**src/include/noc_config.svh**
```systemverilog
`ifndef NOC_CONFIG_SVH
`define NOC_CONFIG_SVH

// Depth of the input FIFO in flits
`define NOC_BUFFER_SIZE 8
// Flits still in flight when on/off goes low upstream
`define NOC_PIPELINE_DEPTH 5

`define NOC_VC_NUM 4         // Virtual channels on the downstream link
`define NOC_VC_SIZE 2        // Bits needed to name one of them

`define NOC_PAYLOAD_WIDTH 16 // Flit payload bits
`define NOC_COORD_WIDTH 2    // Bits per mesh coordinate

// Position of this router in the mesh
`define NOC_LOCAL_X 1
`define NOC_LOCAL_Y 1

`endif

```
**src/verilog/noc_flit_pkg.sv**
```systemverilog
`include "noc_config.svh"

package noc_flit_pkg;

    // HEADTAIL is decoded but never accepted by the input port
    typedef enum logic [1:0]
    {
        HEAD,
        BODY,
        TAIL,
        HEADTAIL
    } flit_label_t;

    typedef logic [`NOC_PAYLOAD_WIDTH-1:0] payload_t;

    typedef logic [`NOC_VC_SIZE-1:0] vc_id_t;

endpackage

```
**src/verilog/noc_route_pkg.sv**
```systemverilog
`include "noc_config.svh"

package noc_route_pkg;

    typedef enum logic [2:0]
    {
        LOCAL,
        NORTH,
        SOUTH,
        WEST,
        EAST
    } port_t;

    typedef logic [`NOC_COORD_WIDTH-1:0] coord_t;

endpackage

```
**src/verilog/circular_buffer.sv**
```systemverilog
`timescale 1ns/1ps

`include "noc_config.svh"

module circular_buffer #(
    parameter int BUFFER_SIZE    = `NOC_BUFFER_SIZE,
    parameter int PIPELINE_DEPTH = `NOC_PIPELINE_DEPTH
)(
    input  logic                      clk,
    input  logic                      rst,
    input  logic                      write_i,
    input  logic                      read_i,
    input  noc_flit_pkg::flit_label_t flit_label_i,
    input  noc_flit_pkg::payload_t    payload_i,
    output noc_flit_pkg::flit_label_t flit_label_o,
    output noc_flit_pkg::payload_t    payload_o,
    output logic                      is_full_o,
    output logic                      is_empty_o,
    output logic                      on_off_o
);

    localparam int PTR_W = (BUFFER_SIZE > 1) ? $clog2(BUFFER_SIZE) : 1;
    localparam int CNT_W = $clog2(BUFFER_SIZE + 1);

    noc_flit_pkg::flit_label_t label_mem [BUFFER_SIZE];
    noc_flit_pkg::payload_t    payload_mem [BUFFER_SIZE];

    logic [PTR_W-1:0] wr_ptr;
    logic [PTR_W-1:0] rd_ptr;
    logic [CNT_W-1:0] count;

    logic do_write;
    logic do_read;

    assign do_write = write_i & ~is_full_o;  // A write into a full FIFO is lost
    assign do_read  = read_i & ~is_empty_o;

    assign is_full_o  = (count == CNT_W'(BUFFER_SIZE));
    assign is_empty_o = (count == '0);
    assign on_off_o   = (count < CNT_W'(BUFFER_SIZE - PIPELINE_DEPTH)); // Upstream stops early

    assign flit_label_o = label_mem[rd_ptr];  // Oldest flit is always visible
    assign payload_o    = payload_mem[rd_ptr];

    always_ff @(posedge clk, posedge rst)
    begin
        if (rst)
        begin
            wr_ptr <= '0;
            rd_ptr <= '0;
            count  <= '0;
        end
        else
        begin
            if (do_write)
                wr_ptr <= (wr_ptr == PTR_W'(BUFFER_SIZE - 1)) ? '0 : wr_ptr + 1'b1;
            if (do_read)
                rd_ptr <= (rd_ptr == PTR_W'(BUFFER_SIZE - 1)) ? '0 : rd_ptr + 1'b1;
            if (do_write & ~do_read)
                count <= count + 1'b1;
            else if (do_read & ~do_write)
                count <= count - 1'b1;
        end
    end

    always_ff @(posedge clk)
    begin
        if (do_write)
        begin
            label_mem[wr_ptr]   <= flit_label_i;
            payload_mem[wr_ptr] <= payload_i;
        end
    end

    // The sender is expected to honour on/off well before the FIFO fills
    a_no_overflow : assert property (@(posedge clk) disable iff (rst) write_i |-> !is_full_o)
        else $error("circular_buffer: write while full");

    a_no_underflow : assert property (@(posedge clk) disable iff (rst) read_i |-> !is_empty_o)
        else $error("circular_buffer: read while empty");

endmodule

```
**src/verilog/downstream_vc_allocator.sv**
```systemverilog
`timescale 1ns/1ps

`include "noc_config.svh"

module downstream_vc_allocator
(
    input  logic                       clk,
    input  logic                       rst,
    input  logic                       vc_request_i,
    input  logic                       vc_release_i,
    input  logic [`NOC_VC_NUM-1:0]     vc_busy_i,
    output logic                       vc_valid_o,
    output noc_flit_pkg::vc_id_t       vc_new_o
);

    logic                 held_q;
    noc_flit_pkg::vc_id_t held_vc_q;

    logic [`NOC_VC_NUM-1:0] free_vc;
    logic                   any_free;
    noc_flit_pkg::vc_id_t   lowest_free;

    // Scan from the top so the lowest free index is the one that sticks
    always_comb
    begin
        free_vc = ~vc_busy_i;
        if (held_q)
            free_vc[held_vc_q] = 1'b0; // Our own VC is not free to hand out again
        any_free    = 1'b0;
        lowest_free = '0;
        for (int i = `NOC_VC_NUM - 1; i >= 0; i--)
        begin
            if (free_vc[i])
            begin
                any_free    = 1'b1;
                lowest_free = noc_flit_pkg::vc_id_t'(i);
            end
        end
    end

    assign vc_valid_o = vc_request_i & any_free;
    assign vc_new_o   = lowest_free;

    always_ff @(posedge clk, posedge rst)
    begin
        if (rst)
            held_q <= 1'b0;
        else if (vc_release_i)
            held_q <= 1'b0;
        else if (vc_valid_o)
            held_q <= 1'b1; // Grant takes effect on the same edge the buffer enters SA
    end

    always_ff @(posedge clk)
    begin
        if (vc_valid_o)
            held_vc_q <= vc_new_o;
    end

    a_release_held : assert property (@(posedge clk) disable iff (rst) vc_release_i |-> held_q)
        else $error("downstream_vc_allocator: release without a held VC");

    // The input buffer only asks again once the previous packet gave its VC back
    a_single_hold : assert property (@(posedge clk) disable iff (rst)
        vc_request_i |-> !held_q)
        else $error("downstream_vc_allocator: request while a VC is held");

endmodule

```
**src/verilog/input_buffer.sv**
```systemverilog
`timescale 1ns/1ps

`include "noc_config.svh"

module input_buffer #(
    parameter int BUFFER_SIZE    = `NOC_BUFFER_SIZE,
    parameter int PIPELINE_DEPTH = `NOC_PIPELINE_DEPTH
)(
    input  logic                      clk,
    input  logic                      rst,
    input  noc_flit_pkg::flit_label_t flit_label_i,
    input  noc_flit_pkg::payload_t    payload_i,
    input  logic                      write_i,
    input  logic                      read_i,
    input  noc_route_pkg::port_t      out_port_i,
    input  logic                      vc_valid_i,
    input  noc_flit_pkg::vc_id_t      vc_new_i,
    output noc_flit_pkg::flit_label_t flit_label_o,
    output noc_flit_pkg::payload_t    payload_o,
    output noc_flit_pkg::vc_id_t      vc_id_o,
    output noc_route_pkg::port_t      out_port_o,
    output logic                      is_full_o,
    output logic                      is_empty_o,
    output logic                      on_off_o,
    output logic                      vc_request_o,
    output logic                      switch_request_o,
    output logic                      vc_allocatable_o,
    output logic                      error_o
);

    typedef enum logic [1:0]
    {
        IDLE,
        VA,
        SA
    } state_t;

    state_t state;
    state_t state_next;

    noc_route_pkg::port_t out_port_next;
    noc_flit_pkg::vc_id_t vc_id_next;

    logic write_cmd;
    logic read_cmd;
    logic vc_allocatable_next;
    logic error_next;

    logic write_head;
    logic write_data;
    logic write_bad;

    assign write_head = write_i & (flit_label_i == noc_flit_pkg::HEAD);
    assign write_data = write_i & ((flit_label_i == noc_flit_pkg::BODY) |
                                   (flit_label_i == noc_flit_pkg::TAIL));
    assign write_bad  = write_i & (flit_label_i == noc_flit_pkg::HEADTAIL);

    circular_buffer #(
        .BUFFER_SIZE    (BUFFER_SIZE),
        .PIPELINE_DEPTH (PIPELINE_DEPTH)
    ) i_fifo (
        .clk          (clk),
        .rst          (rst),
        .write_i      (write_cmd),
        .read_i       (read_cmd),
        .flit_label_i (flit_label_i),
        .payload_i    (payload_i),
        .flit_label_o (flit_label_o),
        .payload_o    (payload_o),
        .is_full_o    (is_full_o),
        .is_empty_o   (is_empty_o),
        .on_off_o     (on_off_o)
    );

    always_ff @(posedge clk, posedge rst)
    begin
        if (rst)
        begin
            state            <= IDLE;
            out_port_o       <= noc_route_pkg::LOCAL;
            vc_id_o          <= '0;
            vc_allocatable_o <= 1'b0;
            error_o          <= 1'b0;
        end
        else
        begin
            state            <= state_next;
            out_port_o       <= out_port_next;
            vc_id_o          <= vc_id_next;
            vc_allocatable_o <= vc_allocatable_next; // One cycle pulse after the tail leaves
            error_o          <= error_next;
        end
    end

    always_comb
    begin
        state_next          = state;
        out_port_next       = out_port_o;
        vc_id_next          = vc_id_o;
        write_cmd           = 1'b0;
        read_cmd            = 1'b0;
        vc_request_o        = 1'b0;
        switch_request_o    = 1'b0;
        vc_allocatable_next = 1'b0;
        error_next          = write_bad; // HEADTAIL is never legal here

        case (state)
            IDLE:
            begin
                if (write_head & is_empty_o)
                begin
                    write_cmd     = 1'b1;
                    out_port_next = out_port_i; // Route belongs to the whole packet
                    state_next    = VA;
                end
                if (write_data | (write_head & ~is_empty_o) | read_i | vc_valid_i)
                    error_next = 1'b1;
            end

            VA:
            begin
                vc_request_o = 1'b1;
                write_cmd    = write_data; // Body flits keep streaming in meanwhile
                if (vc_valid_i)
                begin
                    vc_id_next = vc_new_i;
                    state_next = SA;
                end
                if (write_head | read_i)
                    error_next = 1'b1;
            end

            SA:
            begin
                switch_request_o = 1'b1;
                write_cmd        = write_data;
                read_cmd         = read_i;
                if (read_i & ~is_empty_o & (flit_label_o == noc_flit_pkg::TAIL))
                begin
                    vc_allocatable_next = 1'b1;
                    state_next          = IDLE;
                end
                if (write_head | vc_valid_i)
                    error_next = 1'b1;
            end

            default:
            begin
                state_next = IDLE; // Recover from a corrupted state register
                error_next = 1'b1;
            end
        endcase
    end

    // VA and SA are exclusive phases of one packet
    a_one_request : assert property (@(posedge clk) disable iff (rst)
        !(switch_request_o && vc_request_o))
        else $error("input_buffer: VC and switch requested together");

endmodule

```
**src/verilog/router_input_port.sv**
```systemverilog
`timescale 1ns/1ps

`include "noc_config.svh"

module router_input_port
(
    input  logic                      clk,
    input  logic                      rst,
    input  logic                      flit_write_i,
    input  noc_flit_pkg::flit_label_t flit_label_i,
    input  noc_flit_pkg::payload_t    payload_i,
    input  logic                      sw_grant_i,
    input  logic [`NOC_VC_NUM-1:0]    vc_busy_i,
    output noc_flit_pkg::flit_label_t flit_label_o,
    output noc_flit_pkg::payload_t    payload_o,
    output noc_flit_pkg::vc_id_t      vc_id_o,
    output noc_route_pkg::port_t      out_port_o,
    output logic                      switch_request_o,
    output logic                      on_off_o,
    output logic                      is_full_o,
    output logic                      is_empty_o,
    output logic                      error_o
);

    noc_route_pkg::port_t route_port;
    logic                 vc_request;
    logic                 vc_valid;
    noc_flit_pkg::vc_id_t vc_new;
    logic                 vc_allocatable;

    xy_route_compute i_route (
        .flit_label_i (flit_label_i),
        .payload_i    (payload_i),
        .out_port_o   (route_port)
    );

    input_buffer #(
        .BUFFER_SIZE    (`NOC_BUFFER_SIZE),
        .PIPELINE_DEPTH (`NOC_PIPELINE_DEPTH)
    ) i_input_buffer (
        .clk              (clk),
        .rst              (rst),
        .flit_label_i     (flit_label_i),
        .payload_i        (payload_i),
        .write_i          (flit_write_i),
        .read_i           (sw_grant_i),     // Each switch grant pops one flit
        .out_port_i       (route_port),
        .vc_valid_i       (vc_valid),
        .vc_new_i         (vc_new),
        .flit_label_o     (flit_label_o),
        .payload_o        (payload_o),
        .vc_id_o          (vc_id_o),
        .out_port_o       (out_port_o),
        .is_full_o        (is_full_o),
        .is_empty_o       (is_empty_o),
        .on_off_o         (on_off_o),
        .vc_request_o     (vc_request),
        .switch_request_o (switch_request_o),
        .vc_allocatable_o (vc_allocatable),
        .error_o          (error_o)
    );

    downstream_vc_allocator i_vc_alloc (
        .clk          (clk),
        .rst          (rst),
        .vc_request_i (vc_request),
        .vc_release_i (vc_allocatable),
        .vc_busy_i    (vc_busy_i),
        .vc_valid_o   (vc_valid),
        .vc_new_o     (vc_new)
    );

endmodule

```
**src/verilog/xy_route_compute.sv**
```systemverilog
`timescale 1ns/1ps

`include "noc_config.svh"

module xy_route_compute
(
    input  noc_flit_pkg::flit_label_t flit_label_i,
    input  noc_flit_pkg::payload_t    payload_i,
    output noc_route_pkg::port_t      out_port_o
);

    localparam int W = `NOC_COORD_WIDTH;

    localparam noc_route_pkg::coord_t LOCAL_X = `NOC_LOCAL_X;
    localparam noc_route_pkg::coord_t LOCAL_Y = `NOC_LOCAL_Y;

    noc_route_pkg::coord_t dest_x;
    noc_route_pkg::coord_t dest_y;

    assign dest_x = payload_i[2*W-1:W]; // Destination column sits above the row
    assign dest_y = payload_i[W-1:0];

    // X is resolved completely before Y, which keeps the mesh deadlock free
    always_comb
    begin
        out_port_o = noc_route_pkg::LOCAL;
        if (flit_label_i == noc_flit_pkg::HEAD)
        begin
            if (dest_x > LOCAL_X)
                out_port_o = noc_route_pkg::EAST;
            else if (dest_x < LOCAL_X)
                out_port_o = noc_route_pkg::WEST;
            else if (dest_y > LOCAL_Y)
                out_port_o = noc_route_pkg::NORTH;
            else if (dest_y < LOCAL_Y)
                out_port_o = noc_route_pkg::SOUTH;
            else
                out_port_o = noc_route_pkg::LOCAL; // Packet has arrived
        end
    end

endmodule
```
**config.mk**
```make
export PLATFORM = sky130hd
export DESIGN_NAME = router_input_port
export DESIGN_NICKNAME = d
export VERILOG_FILES = /design/src/verilog/noc_flit_pkg.sv /design/src/verilog/noc_route_pkg.sv /design/src/verilog/circular_buffer.sv /design/src/verilog/downstream_vc_allocator.sv /design/src/verilog/input_buffer.sv /design/src/verilog/router_input_port.sv /design/src/verilog/xy_route_compute.sv
export VERILOG_INCLUDE_DIRS = /design/src /design/src/include
export SDC_FILE = /design/constraint.sdc
export NUM_CORES = 1
export LEC_CHECK = 0
export ABC_AREA = 1
export BUFFER_PORTS_ARGS = -buffer_cell sky130_fd_sc_hd__buf_2
export CORE_AREA = 5 5 202 106
export CTS_CLUSTER_DIAMETER = 150
export DETAILED_ROUTE_END_ITERATION = 16
export DIE_AREA = 0 0 207 111
export SLEW_MARGIN = 30
export SYNTH_ARGS = -nofsm -noshare
export SYNTH_HDL_FRONTEND = slang
export SYNTH_HIERARCHICAL = 1
export SYNTH_SLANG_ARGS = --single-unit
```
**constraint.sdc**
```tcl
create_clock -name clk -period 8.8 [get_ports clk]
set_input_delay 1.76 -clock clk [delete_from_list [all_inputs] [get_ports clk]]
set_output_delay 1.76 -clock clk [all_outputs]
set_load 0.05 [all_outputs]
```
==> impl_metrics.tcl <==
set metrics [dict create \
    synth_top_family_by_area "simple AND/OR/NAND/NOR gates" \
    setup_viol 0 \
    ir_drop_v 0.000171 \
    ys_seq_area_frac 0.637 \
    cpPeakStageDelay_ns 0.80 \
    drtIter0Drc 358 \
    seqPwrFrac 0.378 \
    track_usage 0.141 \
    finalWeightedCongestion 0.805 \
    post_cts_resize_count 0 \
    cap_viol_max_count 0 \
    post_cts_buffers 0 \
    synthAdderAreaFrac 0.0238 \
    reg2reg_slack_ns 5.77 \
    hold_class "flop to flop" \
    p_comb_frac 0.346 \
    synth-xor-area-share 0.00229 \
    arrival_ns 2.91 \
    cp-start-kind "flop" \
    tightest_slew_ns 0.952 \
    required_ns 7.04 \
    drtPass1Iterations 5 \
    cts_root_buf "clkbuf_16" \
    ios 54 \
    end_kind "primary output" \
    overflow 0 \
    status "completed" \
    finClkSkew_ns 0.00992 \
    reg2reg_depth 17 \
    switching_power_uw 1040 \
    detail-route-antenna-nets 0 \
    final_core_util 0.455 \
    pwr-share-clk 0.276 \
    final-hold-violation-count 0 \
    cp-startpoint "i_input_buffer/i_fifo/rd_ptr[0]" \
    grt_pass1_vias 5034 \
    clk_latency_ns 0.42 \
    period_needed_ns 4.67 \
    path_class "flop to primary output" \
    grt_pass1_wl_um 25700 \
    crit_top_cell "nand2_1" \
    cts_buffer_depth 2 \
    drcViolationCount 0 \
    cts_hold_buf 0 \
    slew_headroom 0.365 \
    wl_per_cell_um 13.7 \
    core_region_area_um2 19300 \
    critPathTopFamily "buffers and inverters" \
    netlist_instances 823 \
    routed_wirelength_um 15900 \
    nFillCells 1848 \
    synth_fp_nets 863 \
    cp_num_cells 8 \
    finalMaxSlewViolations 0 \
    synth.distinct_cells 29 \
    slowest_stage "buf_4" \
    path_buf_inv 2 \
    port_buffers 53 \
    synth_compound_area_frac 0.0104 \
    cts_buffers 17 \
    num_vias 5216 \
    clk_pin_slew_worst_paths_ns 0.06 \
    dieHeight_um 111 \
    cp_cell_sequence "buf_4 -> nor2_1 -> nor2_1 -> nand2_1 -> nand2_1 -> nand2_1 -> nand2_1 -> buf_2" \
    synth.cell_area_um2 7660 \
    htree_levels 4 \
    grt_max_degree 97 \
    yosys_warnings 6 \
    dp_hpwl_um 9540 \
    die_area_um2 23000 \
    antenna_found_initial 1 \
    rsz0062_at_grt "false" \
    crit_end "payload_o[9]" \
    rr_endpoint "i_input_buffer/i_fifo/count[3]" \
    numClockSinks 166 \
    worst_hold_slack_ns 0.408 \
    p_int_uw 1550 \
    path_max_fanout 96 \
    cts_tree "done" \
    die_x_um 207 \
    fmaxAchievable_mhz 214 \
    r2r-start "i_input_buffer/i_fifo/count[0]" \
    start_util 0.398 \
    fin_setup_tns_ns 0 \
    synthSimpleGateAreaFrac 0.246 \
    leakagePower_uw 0.00390 \
    drive_gt1_frac 0.129 \
    finalCritPeriodShare 0.531 \
    ys_ff_latch 166 \
    viasPerCell 4.51 \
    antenna_cells 0 \
    num_rows 36 \
    avgSynthCellArea_um2 9.31 \
    synth.area.mux_share 0 \
    syn_to_final_growth_pct 14.5 \
    nets 918 \
    power.density_nw_per_um2 295 \
    switching_share 0.402 \
]
==> state kept, by name, summed over array words and instances, names as in the netlist, 2 cells and up <==
signal / flops
i_vc_alloc/held_vc_q: 2
i_input_buffer/i_fifo/label_mem: 16
i_input_buffer/i_fifo/count: 4
i_input_buffer/i_fifo/payload_mem: 128
i_input_buffer/state: 2
i_input_buffer/vc_id_o: 2
i_input_buffer/i_fifo/wr_ptr: 3
i_input_buffer/out_port_o: 3
i_input_buffer/i_fifo/rd_ptr: 3
==> metal layers <==
layer	track usage	vias up	part of all wire
met3	0.0393	14	0.048
met4	0.0427	2	0.011
met2	0.221	102	0.44
li1	-	2666	-
met5	0	-	0.00044
met1	0.193	2432	0.50
==> synth_stat cells <==
cell type,n,share of area
nand2_1,299,0.15
nor2_1,156,0.076
edfxtp_1,146,0.57
inv_1,107,0.052
dfrtp_1,20,0.065
buf_2,17,0.011
ha_1,13,0.021
nand3_1,13,0.0085
nor3_1,9,0.0059
buf_6,7,0.010
o21ai_0,6,0.0039
a21oi_1,4,0.0026
inv_2,4,0.0020
buf_4,2,0.0020
clkinv_1,2,0.00098
nand2_2,2,0.0016
nand3_2,2,0.0026
nand4_1,2,0.0016
xnor2_1,2,0.0023
a21boi_1,1,0.00098
a21oi_2,1,0.0011
buf_1,1,0.00049
clkinv_2,1,0.00065
fa_1,1,0.0026
nand2_4,1,0.0015
o21ai_1,1,0.00065
o21ai_2,1,0.0011
or2_1,1,0.00082
or2_2,1,0.00082
==> cell type report <==
cell class	count	area, um^2	area share
multi-input cells	516	2220	0.253
well taps	266	333	0.0379
clock inverters	15	140	0.0160
clock buffers	17	425	0.0485
inverters	114	429	0.0489
repair buffers	63	340	0.0388
flip-flops and latches	166	4890	0.557
==> metrics by stage <==
| stage | setup slack [ns] | cell area, um^2 | power (uW) | cells |
|---|---|---|---|---|
| 2_1_floorplan | 4.51 | 7660 | 1700 | 823 |
| 3_3_place_gp | 4.33 | 8200 | 1880 | 1125 |
| 3_5_place_dp | 4.29 | 8200 | 1890 | 1125 |
| 4_1_cts | 4.13 | 8760 | 2610 | 1157 |
| 5_1_grt | 3.88 | 8780 | 2760 | 1157 |
| 6_report | 4.13 | 8780 | 2590 | 1157 |
==> cells by family after synthesis <==
family,count (synthesis)
buffers and inverters,141
and+or+nand+nor,486
AOI/OAI and AO/OA,14
xor gates and xnor gates,2
DFF,166
adders and majority gates,14
==> worst min path at each step <==
stage,start,endpoint,slack (ns),cells past startpoint
after floorplan,i_input_buffer/vc_allocatable_o,i_vc_alloc/held_q,0.38,1
after global placement,i_input_buffer/vc_allocatable_o,i_vc_alloc/held_q,0.40,1
after detailed placement,i_input_buffer/vc_allocatable_o,i_vc_alloc/held_q,0.39,1
after CTS,i_input_buffer/vc_allocatable_o,i_vc_alloc/held_q,0.41,1
after global routing,i_input_buffer/vc_allocatable_o,i_vc_alloc/held_q,0.42,1
final,i_input_buffer/vc_allocatable_o,i_vc_alloc/held_q,0.41,1
==> worst reg2reg max path: stages (launching register included) <==
cell and delay [ns]:
dfrtp_1 0.44, nor2_1 0.16, nand2_1 0.09, inv_1 0.15
nand3_2 0.10, clkinv_2 0.10, nand2_4 0.06, a21oi_2 0.12
nand2_1 0.37, inv_1 0.20, ha_1 0.19, inv_1 0.09
ha_1 0.31, or2_2 0.31, nand2_1 0.08, nand2_1 0.05
nand3_1 0.06, nand2_1 0.05
==> power groups by stage <==
| stage | logic (uW) | registers, uW | clock network [uW] |
|---|---|---|---|
| after floorplan | 712 | 991 | 0 |
| after global placement | 890 | 993 | 0 |
| after detailed placement | 900 | 993 | 0 |
| after CTS | 904 | 977 | 730 |
| after global routing | 1010 | 986 | 765 |
| final | 897 | 978 | 714 |
==> cells in the final DEF (no fill, tap or decap), drive strengths merged <==
cell      synthesis  final
a21boi            1      1
a21oi             5      5
buf              27     63
bufinv            0      1
clkbuf            0     17
clkinv            3      8
clkinvlp          0      2
dfrtp            20     20
edfxtp          146    146
fa                1      1
ha               13     13
inv             111    118
nand2           302    302
nand3            15     15
nand4             2      2
nor2            156    156
nor3              9      9
o21ai             8      8
or2               2      2
xnor2             2      2
Power figures use the tool's default switching activity.
